--- config.mk ---
export PLATFORM = sky130hd
export DESIGN_NAME = mpls_egress_demux
export DESIGN_NICKNAME = d
export VERILOG_FILES = /design/src/common/mpls_router_pkg.sv /design/src/logic/mpls_egress_demux.sv
export SDC_FILE = /design/constraint.sdc
export NUM_CORES = 1
export LEC_CHECK = 0
export BUFFER_PORTS_ARGS = -buffer_cell sky130_fd_sc_hd__buf_2
export CORE_MARGIN = 3
export CORE_UTILIZATION = 44
export CTS_CLUSTER_DIAMETER = 150
export CTS_CLUSTER_SIZE = 30
export DETAILED_ROUTE_END_ITERATION = 8
export PLACE_DENSITY = 0.9
export SLEW_MARGIN = 20
export SYNTH_ARGS = -nofsm -noshare
export SYNTH_HDL_FRONTEND = slang
export SYNTH_SLANG_ARGS = --single-unit
--- constraint.sdc ---
create_clock -name clk -period 0.8 [get_ports clk]
set_input_delay 0.16 -clock clk [delete_from_list [all_inputs] [get_ports clk]]
set_output_delay 0.16 -clock clk [all_outputs]
set_load 0.03 [all_outputs]
--- src/common/mpls_router_pkg.sv ---
/* Fixed egress configuration: two 16-bit and two 32-bit ports on one 64-bit bus.
   Buffers hold one MTU of 64-bit beats, so larger packets are always dropped. */

package mpls_router_pkg;

    ////////////////////
    // Egress bus
    ////////////////////

    localparam int EGR_BUS_BYTES = 8;
    localparam int EGR_BUS_WIDTH = 8 * EGR_BUS_BYTES;

    ////////////////////
    // Port arrays
    ////////////////////

    // 8-bit and 64-bit arrays are not built
    localparam int NUM_16B_EGR_PHYS_PORTS = 2;
    localparam int NUM_32B_EGR_PHYS_PORTS = 2;

    localparam int NUM_EGR_PHYS_PORTS = NUM_16B_EGR_PHYS_PORTS + NUM_32B_EGR_PHYS_PORTS;

    // Width of egr_tuser
    localparam int NUM_EGR_PHYS_PORTS_LOG = $clog2(NUM_EGR_PHYS_PORTS);

    // Global port index map, arrays in order of width
    localparam int INDEX_16B_START = 0;
    localparam int INDEX_32B_START = INDEX_16B_START + NUM_16B_EGR_PHYS_PORTS;

    ////////////////////
    // Packet buffers
    ////////////////////

    localparam int MTU_BYTES = 256;

    // One MTU worth of full beats per port
    localparam int BUF_DEPTH_BEATS = MTU_BYTES / EGR_BUS_BYTES;
    localparam int BUF_ADDR_WIDTH  = $clog2(BUF_DEPTH_BEATS);

endpackage
--- src/logic/mpls_egress_demux.sv ---
/* One-cycle registered demux; the input has no ready, so every valid beat is taken.
   egr_tuser must hold a port index below NUM_EGR_PHYS_PORTS. */

module mpls_egress_demux
    import mpls_router_pkg::*;
(
    input  logic                              clk,
    input  logic                              rst,

    // Egress bus from the forwarding pipeline
    input  logic                              egr_tvalid,
    input  logic [EGR_BUS_WIDTH-1:0]          egr_tdata,
    input  logic [EGR_BUS_BYTES-1:0]          egr_tkeep,
    input  logic                              egr_tlast,
    input  logic [NUM_EGR_PHYS_PORTS_LOG-1:0] egr_tuser,

    // One valid per port, payload shared
    output logic [NUM_EGR_PHYS_PORTS-1:0]     demux_tvalid,
    output logic [EGR_BUS_WIDTH-1:0]          demux_tdata,
    output logic [EGR_BUS_BYTES-1:0]          demux_tkeep,
    output logic                              demux_tlast
);

    ////////////////////
    // Port select
    ////////////////////

    // One-hot valid from the user index
    always_ff @(posedge clk) begin
        if (rst) begin
            demux_tvalid <= '0;
        end else begin
            for (int i = 0; i < NUM_EGR_PHYS_PORTS; i++) begin
                demux_tvalid[i] <= egr_tvalid && (egr_tuser == NUM_EGR_PHYS_PORTS_LOG'(i));
            end
        end
    end

    ////////////////////
    // Payload
    ////////////////////

    // Only captured on a valid beat
    always_ff @(posedge clk) begin
        if (egr_tvalid) begin
            demux_tdata <= egr_tdata;
            demux_tkeep <= egr_tkeep;
            demux_tlast <= egr_tlast;
        end
    end

endmodule

* After elaboration in Yosys (flattened, before gate mapping)
Index checks and enable logic that the tools add are counted.
** Word-level totals
- Flip-flop bits (word level) :: 77
- Input bits :: 78
- Output and inout port bits :: 77
- Word-level logic and storage cells :: 12
** Operators by class
- Eq/ne operators :: 3
- Reduce and logical (&&, ||, !) cells :: 5
** Operator list (count)
- 2-bit equality test (second input constant) :: 2
- 1-bit logical AND :: 4
- 2-bit by 1-bit equality test with 1-bit output (second input constant) :: 1
- 2-bit zero test :: 1

* Logic depth before layout (Yosys ltp)
- Word-level depth :: 2
- Gate-level depth with buffers :: 1

* Least setup slack after synthesis
No wires, ideal clock.
- Path type :: reg2out
- From :: register demux_tdata[0]
- To :: output port demux_tdata[0]
- Arrival :: 0.496 ns
- Required time :: 0.640 ns
- Slack :: 0.144 ns
- Stages on the path, launching flop included :: 1
- Path buffers :: 0
- Cells stage by stage :: edfxtp_1
** RTL lines
- start, declared :: RTL line mpls_egress_demux.sv:19 : output logic [EGR_BUS_WIDTH-1:0] demux_tdata,
- start signal, assigned :: RTL line mpls_egress_demux.sv:46 : demux_tdata <= egr_tdata;
No word-level cell between the ends.

* Worst setup path after layout
- From :: register demux_tdata[43]
- To :: output port demux_tdata[43]
No word-level cell between the ends.

==> results.sh <==
export IMPL_outcome="complete, but fails checks"
export IMPL_violations="setup timing"
export IMPL_drive_gt1_share_pct=54.6
export IMPL_critPathKind="register to output port"
export IMPL_wl_per_cell_um=27.7
export IMPL_maxSlewViolCount=0
export IMPL_dpl_cell_count=305
export IMPL_hold_violations=0
export IMPL_cp_required_ns=0.64
export IMPL_p_per_area_nw_per_um2=2260
export IMPL_place_ws_ns=-0.0657
export IMPL_gr_total_overflow=0
export IMPL_fillers=124
export IMPL_holdCritStartpoint="egr_tdata[5]"
export IMPL_start_kind="register"
export IMPL_h_tree_depth=3
export IMPL_grt_pass1_vias=2219
export IMPL_antenna_found_initial=1
export IMPL_ant_nets=0
export IMPL_maxCapViolations=0
export IMPL_syn_area_per_cell_um2=28.7
export IMPL_synthTopCellsByArea="edfxtp_1, dfxtp_1, and4bb_2"
export IMPL_ys_seq_area_share_pct=97.8
export IMPL_routed_wl_um=10900
export IMPL_grt_pass1_wl_um=14000
export IMPL_critPathTopFamily="flip-flops"
export IMPL_critPathMaxFanout=1
export IMPL_viasPerCell=5.07
export IMPL_die_y_um=78.7
export IMPL_syn_num_nets=159
export IMPL_path_buf_inv=1
export IMPL_cts_sinks=77
export IMPL_portBuffers=154
export IMPL_post_cts_buffers=0
export IMPL_finalSetupViolations=77
export IMPL_ir_worst_vdd_mv=1.78
export IMPL_areaGrowthSynthToFinish_pct=100
export IMPL_num_vias=1989
export IMPL_die_area_um2=6190
export IMPL_cts_buffer_depth=2
export IMPL_netlist_instances=81
export IMPL_min_path_type="primary input to register"
export IMPL_coreArea_um2=4910
export IMPL_start_util_pct=47.3
export IMPL_holdPathEnd="demux_tdata[5]$_DFFE_PP_"
export IMPL_numCtsBuffers=9
export IMPL_num_rows=25
export IMPL_place_gp_congestion=0.731
export IMPL_cp_arrival_ns=0.97
export IMPL_dpl_hpwl_um=4230
export IMPL_synth_top_area_share_pct=94.4
export IMPL_slew_headroom_pct=87.0
export IMPL_fmax_ghz=0.885
export IMPL_fin_ws_ns=-0.331
export IMPL_pin_count=155
export IMPL_ys_types=5
export IMPL_period_share_pct=141
export IMPL_yosysTopAreaCell="edfxtp_1"
export IMPL_critPathSlowestCell="edfxtp_1"
export IMPL_route_detailed_drc=0
export IMPL_clk_pin_slew_ns=0.09
export IMPL_drtPass1Iterations=5
export IMPL_tightest_slew_ns=0.195
export IMPL_die_w_um=78.7
export IMPL_final_period_minus_worst_setup_slack_ns=1.13
export IMPL_leakage_nw=1.96
export IMPL_final_net_count=397
export IMPL_worstPathCellList="buf_6"
export IMPL_rsz0062_at_grt="yes"
export IMPL_ys_warnings_count=0
export IMPL_cts_root_buf="clkbuf_8"
export IMPL_synth_seq_cells=77
export IMPL_cp_slowest_stage_delay_ns=0.45
export IMPL_instances_no_fill=392
export IMPL_cp_end_kind="output port"
export IMPL_track_usage_pct=33.4
export IMPL_syn_area_um2=2320
export IMPL_power_mw=10.5
export IMPL_holdPathStages=1
export IMPL_grt_max_degree=35
export IMPL_cts_tree="done"
export IMPL_detail_route_iter0_violations=176
==> through the flow <==
stage          hold WS [ns]  TNS [ns]  instance area, um^2  util, %
6_report            0.00846    -20.95                 4640     94.6
5_1_grt            0.000478    -22.45                 4640     94.6
4_1_cts            0.000125    -19.34                 4640     94.5
3_5_place_dp          0.338     -4.41                 3220     65.7
3_3_place_gp          0.336     -3.75                 3220     65.7
2_1_floorplan         0.231         0                 2320        -
==> synthesized netlist by cell type <==
master,count
and4b_1,1
and4bb_2,2
dfxtp_1,4
edfxtp_1,73
nor4b_2,1
==> flip-flops by register name, summed over array words and instances, names as in the netlist <==
signal and count:
demux_tvalid 4, demux_tdata 64, demux_tlast 1, demux_tkeep 8
==> routing by layer <==
metal  share of wire (%)  vias to the layer above  GRT usage, %  wire length, um
met2                  54                      160          59.1             5920
met1                  34                     1000          36.2             3670
met3                 9.6                       20          12.3             1040
met4                 2.2                        0          12.6              238
li1                    -                      809             -                -
met5                   0                        -             0                0
==> report_power, final <==
part	total (mW)	internal [mW]	switching [mW]
Clock	3.59	2.07	1.52
Sequential	4.95	4.76	0.194
Combinational	1.96	0.922	1.04
==> how the worst max path moves through the flow <==
stage / start / to / slack (ns) / cells past startpoint
after floorplan: demux_tdata[0]$_DFFE_PP_ / demux_tdata[0] / 0.14 / 0
after global placement: egr_tvalid / demux_tkeep[6]$_DFFE_PP_ / -0.06 / 2
after detailed placement: egr_tvalid / demux_tdata[43]$_DFFE_PP_ / -0.07 / 2
after CTS: demux_tdata[40]$_DFFE_PP_ / demux_tdata[40] / -0.29 / 1
after global routing: demux_tdata[7]$_DFFE_PP_ / demux_tdata[7] / -0.35 / 1
final: demux_tdata[43]$_DFFE_PP_ / demux_tdata[43] / -0.33 / 1
==> kinds of logic after synthesis <==
group	count (synthesis)	share of synthesized area [%]
DFF	77	97.8
and+or+nand+nor	4	2.15
==> layout by cell type (no fill, tap or decap), drive strengths merged <==
cell type	n
clkinv	2
nor4b	1
buf	157
bufinv	3
diode	1
clkbuf	11
and4bb	2
and4b	1
dfxtp	4
edfxtp	73
dlygate4sd3	70
==> layout make-up <==
cell class	instances	area (um^2)	area share, %
diodes	1	2.50	0.0539
well taps	67	83.8	1.80
flip-flops and latches	77	2280	49.0
repair buffers	227	2000	43.1
clock buffers	11	131	2.83
multi-input cells	4	50.0	1.08
clock inverters	5	98.8	2.13
==> repair_timing <==
item / CTS / global route
hold buffers: 70 / 0
setup endpoints to repair: 77 / 77
endpoints found under the hold margin: 70 / 0
resized for setup: 158 / 0
No activity file was read; power rests on OpenSTA's default activity.
