--- config.mk ---
export PLATFORM = sky130hd
export DESIGN_NAME = mpls_egress_port_array_adapt
export DESIGN_NICKNAME = d
export VERILOG_FILES = /design/src/common/mpls_router_pkg.sv /design/src/logic/mpls_egress_port_array_adapt.sv /design/src/egress_buffer/egress_width_adapt.sv /design/src/egress_buffer/egress_packet_buffer.sv
export SDC_FILE = /design/constraint.sdc
export NUM_CORES = 2
export LEC_CHECK = 0
export ABC_AREA = 0
export BUFFER_PORTS_ARGS = -buffer_cell sky130_fd_sc_hd__buf_4
export CORE_UTILIZATION = 45
export CTS_CLUSTER_SIZE = 24
export DETAILED_ROUTE_END_ITERATION = 10
export PLACE_DENSITY = 0.68
export SKIP_LAST_GASP = 1
export SYNTH_ARGS = -nofsm -noshare
export SYNTH_HDL_FRONTEND = slang
export SYNTH_MEMORY_MAX_BITS = 65536
export SYNTH_SLANG_ARGS = --single-unit
--- constraint.sdc ---
create_clock -name clk -period 8.35 [get_ports clk]
set_input_delay 1.67 -clock clk [delete_from_list [all_inputs] [get_ports clk]]
set_output_delay 1.67 -clock clk [all_outputs]
set_load 0.02 [all_outputs]
--- src/common/mpls_router_pkg.sv ---
/* Fixed egress configuration: two 16-bit and two 32-bit ports on one 64-bit bus.
   Buffers hold one MTU of 64-bit beats, so larger packets are always dropped. */

package mpls_router_pkg;

    ////////////////////
    // Egress bus
    ////////////////////

    localparam int EGR_BUS_BYTES = 8;
    localparam int EGR_BUS_WIDTH = 8 * EGR_BUS_BYTES;

    ////////////////////
    // Port arrays
    ////////////////////

    // 8-bit and 64-bit arrays are not built
    localparam int NUM_16B_EGR_PHYS_PORTS = 2;
    localparam int NUM_32B_EGR_PHYS_PORTS = 2;

    localparam int NUM_EGR_PHYS_PORTS = NUM_16B_EGR_PHYS_PORTS + NUM_32B_EGR_PHYS_PORTS;

    // Width of egr_tuser
    localparam int NUM_EGR_PHYS_PORTS_LOG = $clog2(NUM_EGR_PHYS_PORTS);

    // Global port index map, arrays in order of width
    localparam int INDEX_16B_START = 0;
    localparam int INDEX_32B_START = INDEX_16B_START + NUM_16B_EGR_PHYS_PORTS;

    ////////////////////
    // Packet buffers
    ////////////////////

    localparam int MTU_BYTES = 256;

    // One MTU worth of full beats per port
    localparam int BUF_DEPTH_BEATS = MTU_BYTES / EGR_BUS_BYTES;
    localparam int BUF_ADDR_WIDTH  = $clog2(BUF_DEPTH_BEATS);

endpackage
--- src/logic/mpls_egress_port_array_adapt.sv ---
/* All ports of one width; each has its own buffer and width adapter.
   Payload from the demux is shared, only the valid bit is per port. */

module mpls_egress_port_array_adapt
    import mpls_router_pkg::*;
#(
    parameter int NUM_PORTS = 2,
    parameter int OUT_BYTES = 2
) (
    input  logic                                    clk,
    input  logic                                    rst,

    input  logic [NUM_PORTS-1:0]                    demux_tvalid,
    input  logic [EGR_BUS_WIDTH-1:0]                demux_tdata,
    input  logic [EGR_BUS_BYTES-1:0]                demux_tkeep,
    input  logic                                    demux_tlast,

    output logic [NUM_PORTS-1:0]                    port_tvalid,
    input  logic [NUM_PORTS-1:0]                    port_tready,
    output logic [NUM_PORTS-1:0][8*OUT_BYTES-1:0]   port_tdata,
    output logic [NUM_PORTS-1:0][OUT_BYTES-1:0]     port_tkeep,
    output logic [NUM_PORTS-1:0]                    port_tlast,

    output logic [NUM_PORTS-1:0]                    buf_overflow
);

    // Buffer to adapter links
    logic [NUM_PORTS-1:0]                    buf_tvalid;
    logic [NUM_PORTS-1:0]                    buf_tready;
    logic [NUM_PORTS-1:0][EGR_BUS_WIDTH-1:0] buf_tdata;
    logic [NUM_PORTS-1:0][EGR_BUS_BYTES-1:0] buf_tkeep;
    logic [NUM_PORTS-1:0]                    buf_tlast;

    for (genvar p = 0; p < NUM_PORTS; p++) begin : g_port
        egress_packet_buffer buf_inst (
            .clk          (clk),
            .rst          (rst),
            .wr_tvalid    (demux_tvalid[p]),
            .wr_tdata     (demux_tdata),
            .wr_tkeep     (demux_tkeep),
            .wr_tlast     (demux_tlast),
            .buf_tvalid   (buf_tvalid[p]),
            .buf_tready   (buf_tready[p]),
            .buf_tdata    (buf_tdata[p]),
            .buf_tkeep    (buf_tkeep[p]),
            .buf_tlast    (buf_tlast[p]),
            .buf_overflow (buf_overflow[p])
        );

        egress_width_adapt #(
            .OUT_BYTES (OUT_BYTES)
        ) adapt_inst (
            .clk        (clk),
            .rst        (rst),
            .in_tvalid  (buf_tvalid[p]),
            .in_tready  (buf_tready[p]),
            .in_tdata   (buf_tdata[p]),
            .in_tkeep   (buf_tkeep[p]),
            .in_tlast   (buf_tlast[p]),
            .out_tvalid (port_tvalid[p]),
            .out_tready (port_tready[p]),
            .out_tdata  (port_tdata[p]),
            .out_tkeep  (port_tkeep[p]),
            .out_tlast  (port_tlast[p])
        );
    end

endmodule

--- src/egress_buffer/egress_width_adapt.sv ---
/* Splits 8-byte beats into OUT_BYTES words (2 or 4); keep must be contiguous from byte 0.
   Only the final beat of a packet may be partial. */

module egress_width_adapt #(
    parameter int OUT_BYTES = 2
) (
    input  logic                   clk,
    input  logic                   rst,

    // Wide side from the packet buffer
    input  logic                   in_tvalid,
    output logic                   in_tready,
    input  logic [63:0]            in_tdata,
    input  logic [7:0]             in_tkeep,
    input  logic                   in_tlast,

    // Port side
    output logic                   out_tvalid,
    input  logic                   out_tready,
    output logic [8*OUT_BYTES-1:0] out_tdata,
    output logic [OUT_BYTES-1:0]   out_tkeep,
    output logic                   out_tlast
);

    localparam int NUM_LANES = 8 / OUT_BYTES;

    ////////////////////
    // Held beat
    ////////////////////

    logic [63:0] data_q;
    logic [7:0]  keep_q;
    logic        last_q;
    logic        held;

    logic [$clog2(NUM_LANES)-1:0] lane;

    // A lane group is used when its first byte is kept
    logic [NUM_LANES-1:0] lane_used;
    logic [NUM_LANES-1:0] more_lanes;
    logic                 last_group;

    always_comb begin
        for (int i = 0; i < NUM_LANES; i++) begin
            lane_used[i] = keep_q[i*OUT_BYTES];
        end
    end

    // Bit i says some later group still has data
    assign more_lanes = lane_used >> 1;
    assign last_group = !more_lanes[lane];

    assign out_tvalid = held;
    assign out_tdata  = data_q[lane*8*OUT_BYTES +: 8*OUT_BYTES];
    assign out_tkeep  = keep_q[lane*OUT_BYTES +: OUT_BYTES];
    assign out_tlast  = last_q && last_group;

    // Take the next beat on the same cycle the last group leaves
    assign in_tready = !held || (out_tready && last_group);

    always_ff @(posedge clk) begin
        if (rst) begin
            held <= 1'b0;
            lane <= '0;
        end else if (in_tvalid && in_tready) begin
            held <= 1'b1;
            lane <= '0;
        end else if (held && out_tready) begin
            if (last_group) begin
                held <= 1'b0;
            end else begin
                lane <= lane + 1'b1;
            end
        end
    end

    always_ff @(posedge clk) begin
        if (in_tvalid && in_tready) begin
            data_q <= in_tdata;
            keep_q <= in_tkeep;
            last_q <= in_tlast;
        end
    end

endmodule

--- src/egress_buffer/egress_packet_buffer.sv ---
/* Store-and-forward buffer; only packets whose tlast was written can be read.
   A packet that runs into unread data is dropped whole and buf_overflow pulses once. */

module egress_packet_buffer
    import mpls_router_pkg::*;
(
    input  logic                     clk,
    input  logic                     rst,

    // Write side, no ready
    input  logic                     wr_tvalid,
    input  logic [EGR_BUS_WIDTH-1:0] wr_tdata,
    input  logic [EGR_BUS_BYTES-1:0] wr_tkeep,
    input  logic                     wr_tlast,

    // Read side
    output logic                     buf_tvalid,
    input  logic                     buf_tready,
    output logic [EGR_BUS_WIDTH-1:0] buf_tdata,
    output logic [EGR_BUS_BYTES-1:0] buf_tkeep,
    output logic                     buf_tlast,

    output logic                     buf_overflow
);

    ////////////////////
    // Storage
    ////////////////////

    logic [EGR_BUS_WIDTH-1:0] data_mem [BUF_DEPTH_BEATS];
    logic [EGR_BUS_BYTES-1:0] keep_mem [BUF_DEPTH_BEATS];
    logic                     last_mem [BUF_DEPTH_BEATS];

    // Pointers carry one wrap bit above the address
    logic [BUF_ADDR_WIDTH:0] wr_ptr;
    logic [BUF_ADDR_WIDTH:0] commit_ptr;
    logic [BUF_ADDR_WIDTH:0] rd_ptr;

    // Rest of a dropped packet is skipped up to its tlast
    logic discard;

    logic full;
    logic wr_en;
    logic rd_en;

    // In-flight beats count against the space too
    assign full  = (wr_ptr - rd_ptr) == (BUF_ADDR_WIDTH + 1)'(BUF_DEPTH_BEATS);
    assign wr_en = wr_tvalid && !discard && !full;

    always_ff @(posedge clk) begin
        if (wr_en) begin
            data_mem[wr_ptr[BUF_ADDR_WIDTH-1:0]] <= wr_tdata;
            keep_mem[wr_ptr[BUF_ADDR_WIDTH-1:0]] <= wr_tkeep;
            last_mem[wr_ptr[BUF_ADDR_WIDTH-1:0]] <= wr_tlast;
        end
    end

    ////////////////////
    // Write control
    ////////////////////

    always_ff @(posedge clk) begin
        if (rst) begin
            wr_ptr       <= '0;
            commit_ptr   <= '0;
            discard      <= 1'b0;
            buf_overflow <= 1'b0;
        end else begin
            buf_overflow <= 1'b0;
            if (wr_tvalid) begin
                if (discard) begin
                    if (wr_tlast) begin
                        discard <= 1'b0;
                    end
                end else if (full) begin
                    // Drop decided here, back to last packet boundary
                    wr_ptr       <= commit_ptr;
                    discard      <= !wr_tlast;
                    buf_overflow <= 1'b1;
                end else begin
                    wr_ptr <= wr_ptr + 1'b1;
                    if (wr_tlast) begin
                        commit_ptr <= wr_ptr + 1'b1;
                    end
                end
            end
        end
    end

    ////////////////////
    // Read side
    ////////////////////

    // Committed beats only, visible the cycle after tlast
    assign buf_tvalid = (rd_ptr != commit_ptr);
    assign rd_en      = buf_tvalid && buf_tready;

    // Slot under rd_ptr is never rewritten until read
    assign buf_tdata = data_mem[rd_ptr[BUF_ADDR_WIDTH-1:0]];
    assign buf_tkeep = keep_mem[rd_ptr[BUF_ADDR_WIDTH-1:0]];
    assign buf_tlast = last_mem[rd_ptr[BUF_ADDR_WIDTH-1:0]];

    always_ff @(posedge clk) begin
        if (rst) begin
            rd_ptr <= '0;
        end else if (rd_en) begin
            rd_ptr <= rd_ptr + 1'b1;
        end
    end

endmodule

# Word-level counts from Yosys, hierarchy flattened
# Memories as Yosys holds them, arrays and structs flattened. A register that Yosys moved wholly into a read port is not among the register bits.
# Cells that the tools add are included.
# classes
n_bitwise	6
n_lt_le_gt_ge	2
n_shift	4
n_mux	23
addsub	8
reduce_logical	37
n_eq_ne	6
# op_table
op	n
$shiftx A64 B7 Y16	2
$add A6 B1 Y6 const B	4
$mux W1	19
$shiftx A8 B4 Y2	2
$eq A6 B6 Y1 const B	2
$logic_and A1 B1 Y1	12
$mux W6	2
$ne A6 B6 Y1	2
$reduce_and A2 Y1	6
$sub A6 B6 Y6	2
$logic_not A1 Y1	9
$reduce_and A4 Y1	2
$lt A2 B3 Y1 const B	2
$not A1 Y1	6
$reduce_or A3 Y1	2
$add A2 B1 Y2 const B	2
$bmux W1 S2	2
$ne A2 B2 Y1 const B	2
$reduce_bool A2 Y1	2
$reduce_or A2 Y1	2
$logic_or A1 B1 Y1	2
# word_totals
reg_bits	46
memories	6
word_cells	106
output_inout_bits	42
input_bits	79
ram_bits	4672
# mem_list
memory	words	width	rd	rd_ports_with_merged_regs	write_ports	line_no	source
g_port[0].buf_inst.data_mem	32	64	1	1	1	egress_packet_buffer.sv:30	logic [EGR_BUS_WIDTH-1:0] data_mem [BUF_DEPTH_BEATS];
g_port[1].buf_inst.data_mem	32	64	1	1	1	egress_packet_buffer.sv:30	
g_port[0].buf_inst.keep_mem	32	8	1	1	1	egress_packet_buffer.sv:31	logic [EGR_BUS_BYTES-1:0] keep_mem [BUF_DEPTH_BEATS];
g_port[1].buf_inst.keep_mem	32	8	1	1	1	egress_packet_buffer.sv:31	
g_port[0].buf_inst.last_mem	32	1	1	1	1	egress_packet_buffer.sv:32	logic last_mem [BUF_DEPTH_BEATS];
g_port[1].buf_inst.last_mem	32	1	1	1	1	egress_packet_buffer.sv:32	

# Logic depth before layout (Yosys ltp)
# depth
word_depth	8
mapped_depth	14
ltp_nobuf	8

# Cells and area by module
# Synthesis repeated with hierarchy kept, for this count alone.
# unflattened
hier_cells	7377
area_unflattened_um2	185479.1
# modules_own_cells
module	area_per_inst_um2	cells_per_inst	instances
egress_packet_buffer at g_port[1].buf_inst	89913.7	3604	1
egress_packet_buffer at g_port[0].buf_inst	89847.4	3533	1
egress_width_adapt	2859.0	120	2

# Worst setup path before layout
# No wires, ideal clock.
# synth_timing
kind	reg2reg
start	reg g_port[0].buf_inst.rd_ptr[4]
end	mem g_port[0].buf_inst.data_mem[22][0] in the netlist's numbering, enable pin
synth_period_minus_slack_ns	6.383
arrival_time_ns	5.878
path_stages_with_launch	13
t_required_ns	7.845
setup_slack_ns	1.967
setup_ns	0.505
path_cell_list	dfxtp_1 inv_1 buf_2 buf_1 clkbuf_1 ha_1 and2_1 o21ai_0 o31ai_1 nor2_1 clkbuf_1 o211ai_2 nor2_1
# synth_between
elab_chain_cells	6
# synth_lines
element	line_no	source
from (decl)	egress_packet_buffer.sv:37	logic [BUF_ADDR_WIDTH:0] rd_ptr;
from (signal assigned)	egress_packet_buffer.sv:107	rd_ptr <= rd_ptr + 1'b1;
$sub A6 B6 Y6	egress_packet_buffer.sv:47	assign full = (wr_ptr - rd_ptr) == (BUF_ADDR_WIDTH + 1)'(BUF_DEPTH_BEATS);
$eq A6 B6 Y1	egress_packet_buffer.sv:47	
$logic_not A1 Y1	egress_packet_buffer.sv:48	assign wr_en = wr_tvalid && !discard && !full;
$logic_and A1 B1 Y1	egress_packet_buffer.sv:48	
$mux W1	egress_packet_buffer.sv:51	if (wr_en) begin
$mux W1 (implied by the code)	egress_packet_buffer.sv:52	data_mem[wr_ptr[BUF_ADDR_WIDTH-1:0]] <= wr_tdata;
to (decl)	egress_packet_buffer.sv:30	
# No other way between the ends.

# Worst setup path in the final report
# layout_timing
start	reg g_port[1].buf_inst.rd_ptr[1]
end	mem g_port[1].buf_inst.data_mem[10][50] in the netlist's numbering, enable pin
# layout_between
elab_chain_cells	6
# layout_lines
element	line_no
from (decl)	egress_packet_buffer.sv:37
from (signal assigned)	egress_packet_buffer.sv:107
$sub A6 B6 Y6	egress_packet_buffer.sv:47
$eq A6 B6 Y1	egress_packet_buffer.sv:47
$logic_not A1 Y1	egress_packet_buffer.sv:48
$logic_and A1 B1 Y1	egress_packet_buffer.sv:48
$mux W1	egress_packet_buffer.sv:51
$mux W1 (implied by the code)	egress_packet_buffer.sv:52
to (decl)	egress_packet_buffer.sv:30
# No other way between the ends.

==> impl_metrics.csv <==
group,metric,value,unit
worst_setup_path,crit_family,"simple AND/OR/NAND/NOR gates",
sta,timing.hold.ws,495,ps
final_layout,final_cell_mix,"edfxtp_1, mux4_2, nand2_1",
worst_setup_path,arrival,6950,ps
sta,rsz0062_at_grt,"false",
detailed_routing,drt_iter0_drc,11200,
hold_path,hp-class,"flip-flop to flip-flop",
flow_run,maxCapViolations,0,
sta,relSlewSlack,0.123,
placement,dp_cells,13400,
detailed_routing,top_layer,"met5",
synthesis,synth_area,0.186,mm2
final_layout,final_common_cell,"edfxtp_1",
sta,finalHoldViolCount,0,
detailed_routing,detail-route-antenna-nets,0,
power_and_ir_drop,power_density,300,mW/mm2
sta,tns,0,ps
sta,fin_crit_sh,0.758,
final_layout,drive_gt1_frac,0.278,
final_layout,fin_cells,14300,
cts,cts_resized,0,
detailed_routing,wl_per_cell,32.1,um
detailed_routing,wl_met2,221000,um
worst_setup_path,critical_path.cell_chain,"clkinv_2 > ha_1 > nor2b_1 > o2111ai_1 > nand3_1 > nand4_2 > nand3_1 > nor2_4 > buf_4",
synthesis,synth_flop_cell,"edfxtp_1",
worst_setup_path,end_kind,"flip-flop",
detailed_routing,drt-met1-wl,174000,um
cts,h-tree-depth,5,
sta,finalCriticalPeriod,6330,ps
detailed_routing,drcViolationCount,0,
synthesis,synth_edf_count,4818,
synthesis,ys_types,59,
synthesis,syn_inst,8110,
placement,gp_congestion,0.824,
worst_setup_path,cp_common_cell,"nand3_1",
cts,clkSinkCount,4864,
placement,dp_hpwl,244000,um
grt,first_global_vias,88600,
synthesis,avgSynthCellArea,22.9,um2
sta,finalSetupViolCount,0,
synthesis,synthesis.nets,8209,
cts,clk_pin_slew,60,ps
floorplan,dieArea,0.415,mm2
status,status,"complete, no violations",
final_layout,synthToLayoutAreaGrowth,12.4,%
power_and_ir_drop,leakage,63.6,nW
final_layout,nets,8544,
detailed_routing,dr_total_vias,86900,
worst_setup_path,cp_num_buf_inv,2,
worst_setup_path,worstSetupStartpointType,"flip-flop",
synthesis,synth-async-reset-ratio,0,
cts,cts_setup_buffers,0,
sta,max_clock_freq,158,MHz
cts,root_buffer,"clkbuf_16",
floorplan,rows,235,
floorplan,io_pins,121,
detailed_routing,via_per_inst,6.08,
cts,cts_buffers,453,
detailed_routing,drtPass1Iterations,6,
synthesis,ys.warnings.count,0,
floorplan,start_util,0.452,
grt,grt.overflow.total,0,
worst_setup_path,slowest_delay,1070,ps
detailed_routing,drt-total-wl,458000,um
synthesis,yosysSeqAreaShare,0.785,
grt,grt_usage,0.219,
final_layout,n_fill_cell,31200,
cts,tritoncts,"yes",
worst_setup_path,slowest_stage,"nor2_4",
final_layout,regArea,0.146,mm2
floorplan,dieHeight,644,um
worst_setup_path,worstPathMaxFanout,53,
cts,ctsHoldBuffers,0,
power_and_ir_drop,ir_drop,0.000272,V
worst_setup_path,critPathKind,"flip-flop to flip-flop",
detailed_routing,dr_wl_met3,49700,um
cts,clk_latency,1000,ps
grt,grt_max_degree,126,
sta,drv_slew,0,
grt,grt_pass1_wl,652000,um
sta,tightest_slew,1320,ps
floorplan,die-width,644,um
floorplan,core_area,0.410,mm2
synthesis,ys_ff_latch,4864,
final_layout,multi_input_area,0.0384,mm2
grt,antenna_found_initial,33,
sta,clock_skew,56.8,ps
worst_setup_path,crit_required,8970,ps
placement,port-buffer-count,120,
cts,cts_max_path_buffers,4,
==> area by class of cell <==
cell class / instances / area share
Multi-Input combinational cell: 2789 / 0.184
Clock buffer: 548 / 0.0565
Tap cell: 5451 / 0.0327
Antenna cell: 13 / 0.000156
Inverter: 20 / 0.000480
Clock inverter: 294 / 0.0150
Timing Repair Buffer: 317 / 0.0124
Sequential cell: 4864 / 0.698
==> registers in the layout, indices dropped and copies added (netlist names) <==
register	cells
g_port.adapt_inst.data_q	128
g_port.adapt_inst.keep_q	16
g_port.adapt_inst.lane	4
g_port.adapt_inst.last_q	2
g_port.adapt_inst.out_tvalid	2
g_port.buf_inst.buf_overflow	2
g_port.buf_inst.commit_ptr	12
g_port.buf_inst.data_mem	4096
g_port.buf_inst.discard	2
g_port.buf_inst.keep_mem	512
g_port.buf_inst.last_mem	64
g_port.buf_inst.rd_ptr	12
g_port.buf_inst.wr_ptr	12
==> synth_stat cells (all sizes together), types with 5 or more instances <==
cell type  instances  area share
o21ai            212      0.0057
o211ai             9     0.00042
dfxtp             46      0.0050
nand3b             8     0.00032
nand4              9     0.00034
buf              249      0.0068
nand3            117      0.0032
xnor2             18     0.00085
and3               5     0.00017
nor4               5     0.00020
edfxtp          4818        0.78
nand2            466      0.0094
a31oi             12     0.00040
a211oi            17     0.00071
mux2i              7     0.00038
nor3               8     0.00022
mux4            1394        0.17
inv               17     0.00034
ha                20      0.0013
nor2             396      0.0080
nand2b             8     0.00027
clkbuf           188      0.0038
nor2b             12     0.00040
xor2              16     0.00076
a21oi              8     0.00022
==> worst reg2reg max path: stages (launching register included) <==
cell       delay (ps)
dfxtp_4           930
clkinv_2          950
ha_1              620
nor2b_1           150
o2111ai_1         280
nand3_1           170
nand4_2           390
nand3_1           720
nor2_4           1070
buf_4             670
==> power breakdown <==
group,switching [mW],internal (mW),total (mW),leakage (nW)
sequential,0.650,28.4,29.0,43.9
combinational,7.13,5.73,12.9,12.4
clock,8.95,11.8,20.8,7.27
==> path summary, 6_finish.rpt <==
path	startpoint	to	slack, ps	depth (start not counted)
setup / recovery	g_port[1].buf_inst.rd_ptr[1]	g_port[1].buf_inst.data_mem[10][50]	2020	9
hold / removal	g_port[0].buf_inst.commit_ptr[3]	g_port[0].buf_inst.commit_ptr[3]	490	2
setup reg to reg	g_port[1].buf_inst.rd_ptr[1]	g_port[1].buf_inst.data_mem[10][50]	2020	9
hold reg to reg	g_port[0].buf_inst.commit_ptr[3]	g_port[0].buf_inst.commit_ptr[3]	490	2
==> per-layer routing <==
layer / GRT usage / vias to the layer above
met1: 0.300 / 46500
met3: 0.0546 / 737
li1: - / 34800
met2: 0.352 / 4829
met5: 0 / -
met4: 0.0630 / 18
==> through the flow <==
step | utilization | cell area (um2) | total power, mW | setup WS, ps
final | 0.508 | 208000 | 62.6 | 2020
after global routing | 0.508 | 208000 | 64.7 | 1870
after CTS | 0.508 | 208000 | 63.0 | 2130
after detailed placement | 0.472 | 194000 | 42.4 | 2190
after global placement | 0.472 | 194000 | 42.2 | 2200
after floorplan | - | 186000 | 38.2 | 1970
==> logic make-up after synthesis <==
logic type,Yosys count,share of synthesized area
flops,4864,0.785
mux,1403,0.170
simple gates,1048,0.0230
compound gates,284,0.00875
fa+ha+maj,20,0.00135
buf+inv,457,0.0110
xor+xnor,34,0.00160
Power figures use the tool's default switching activity.
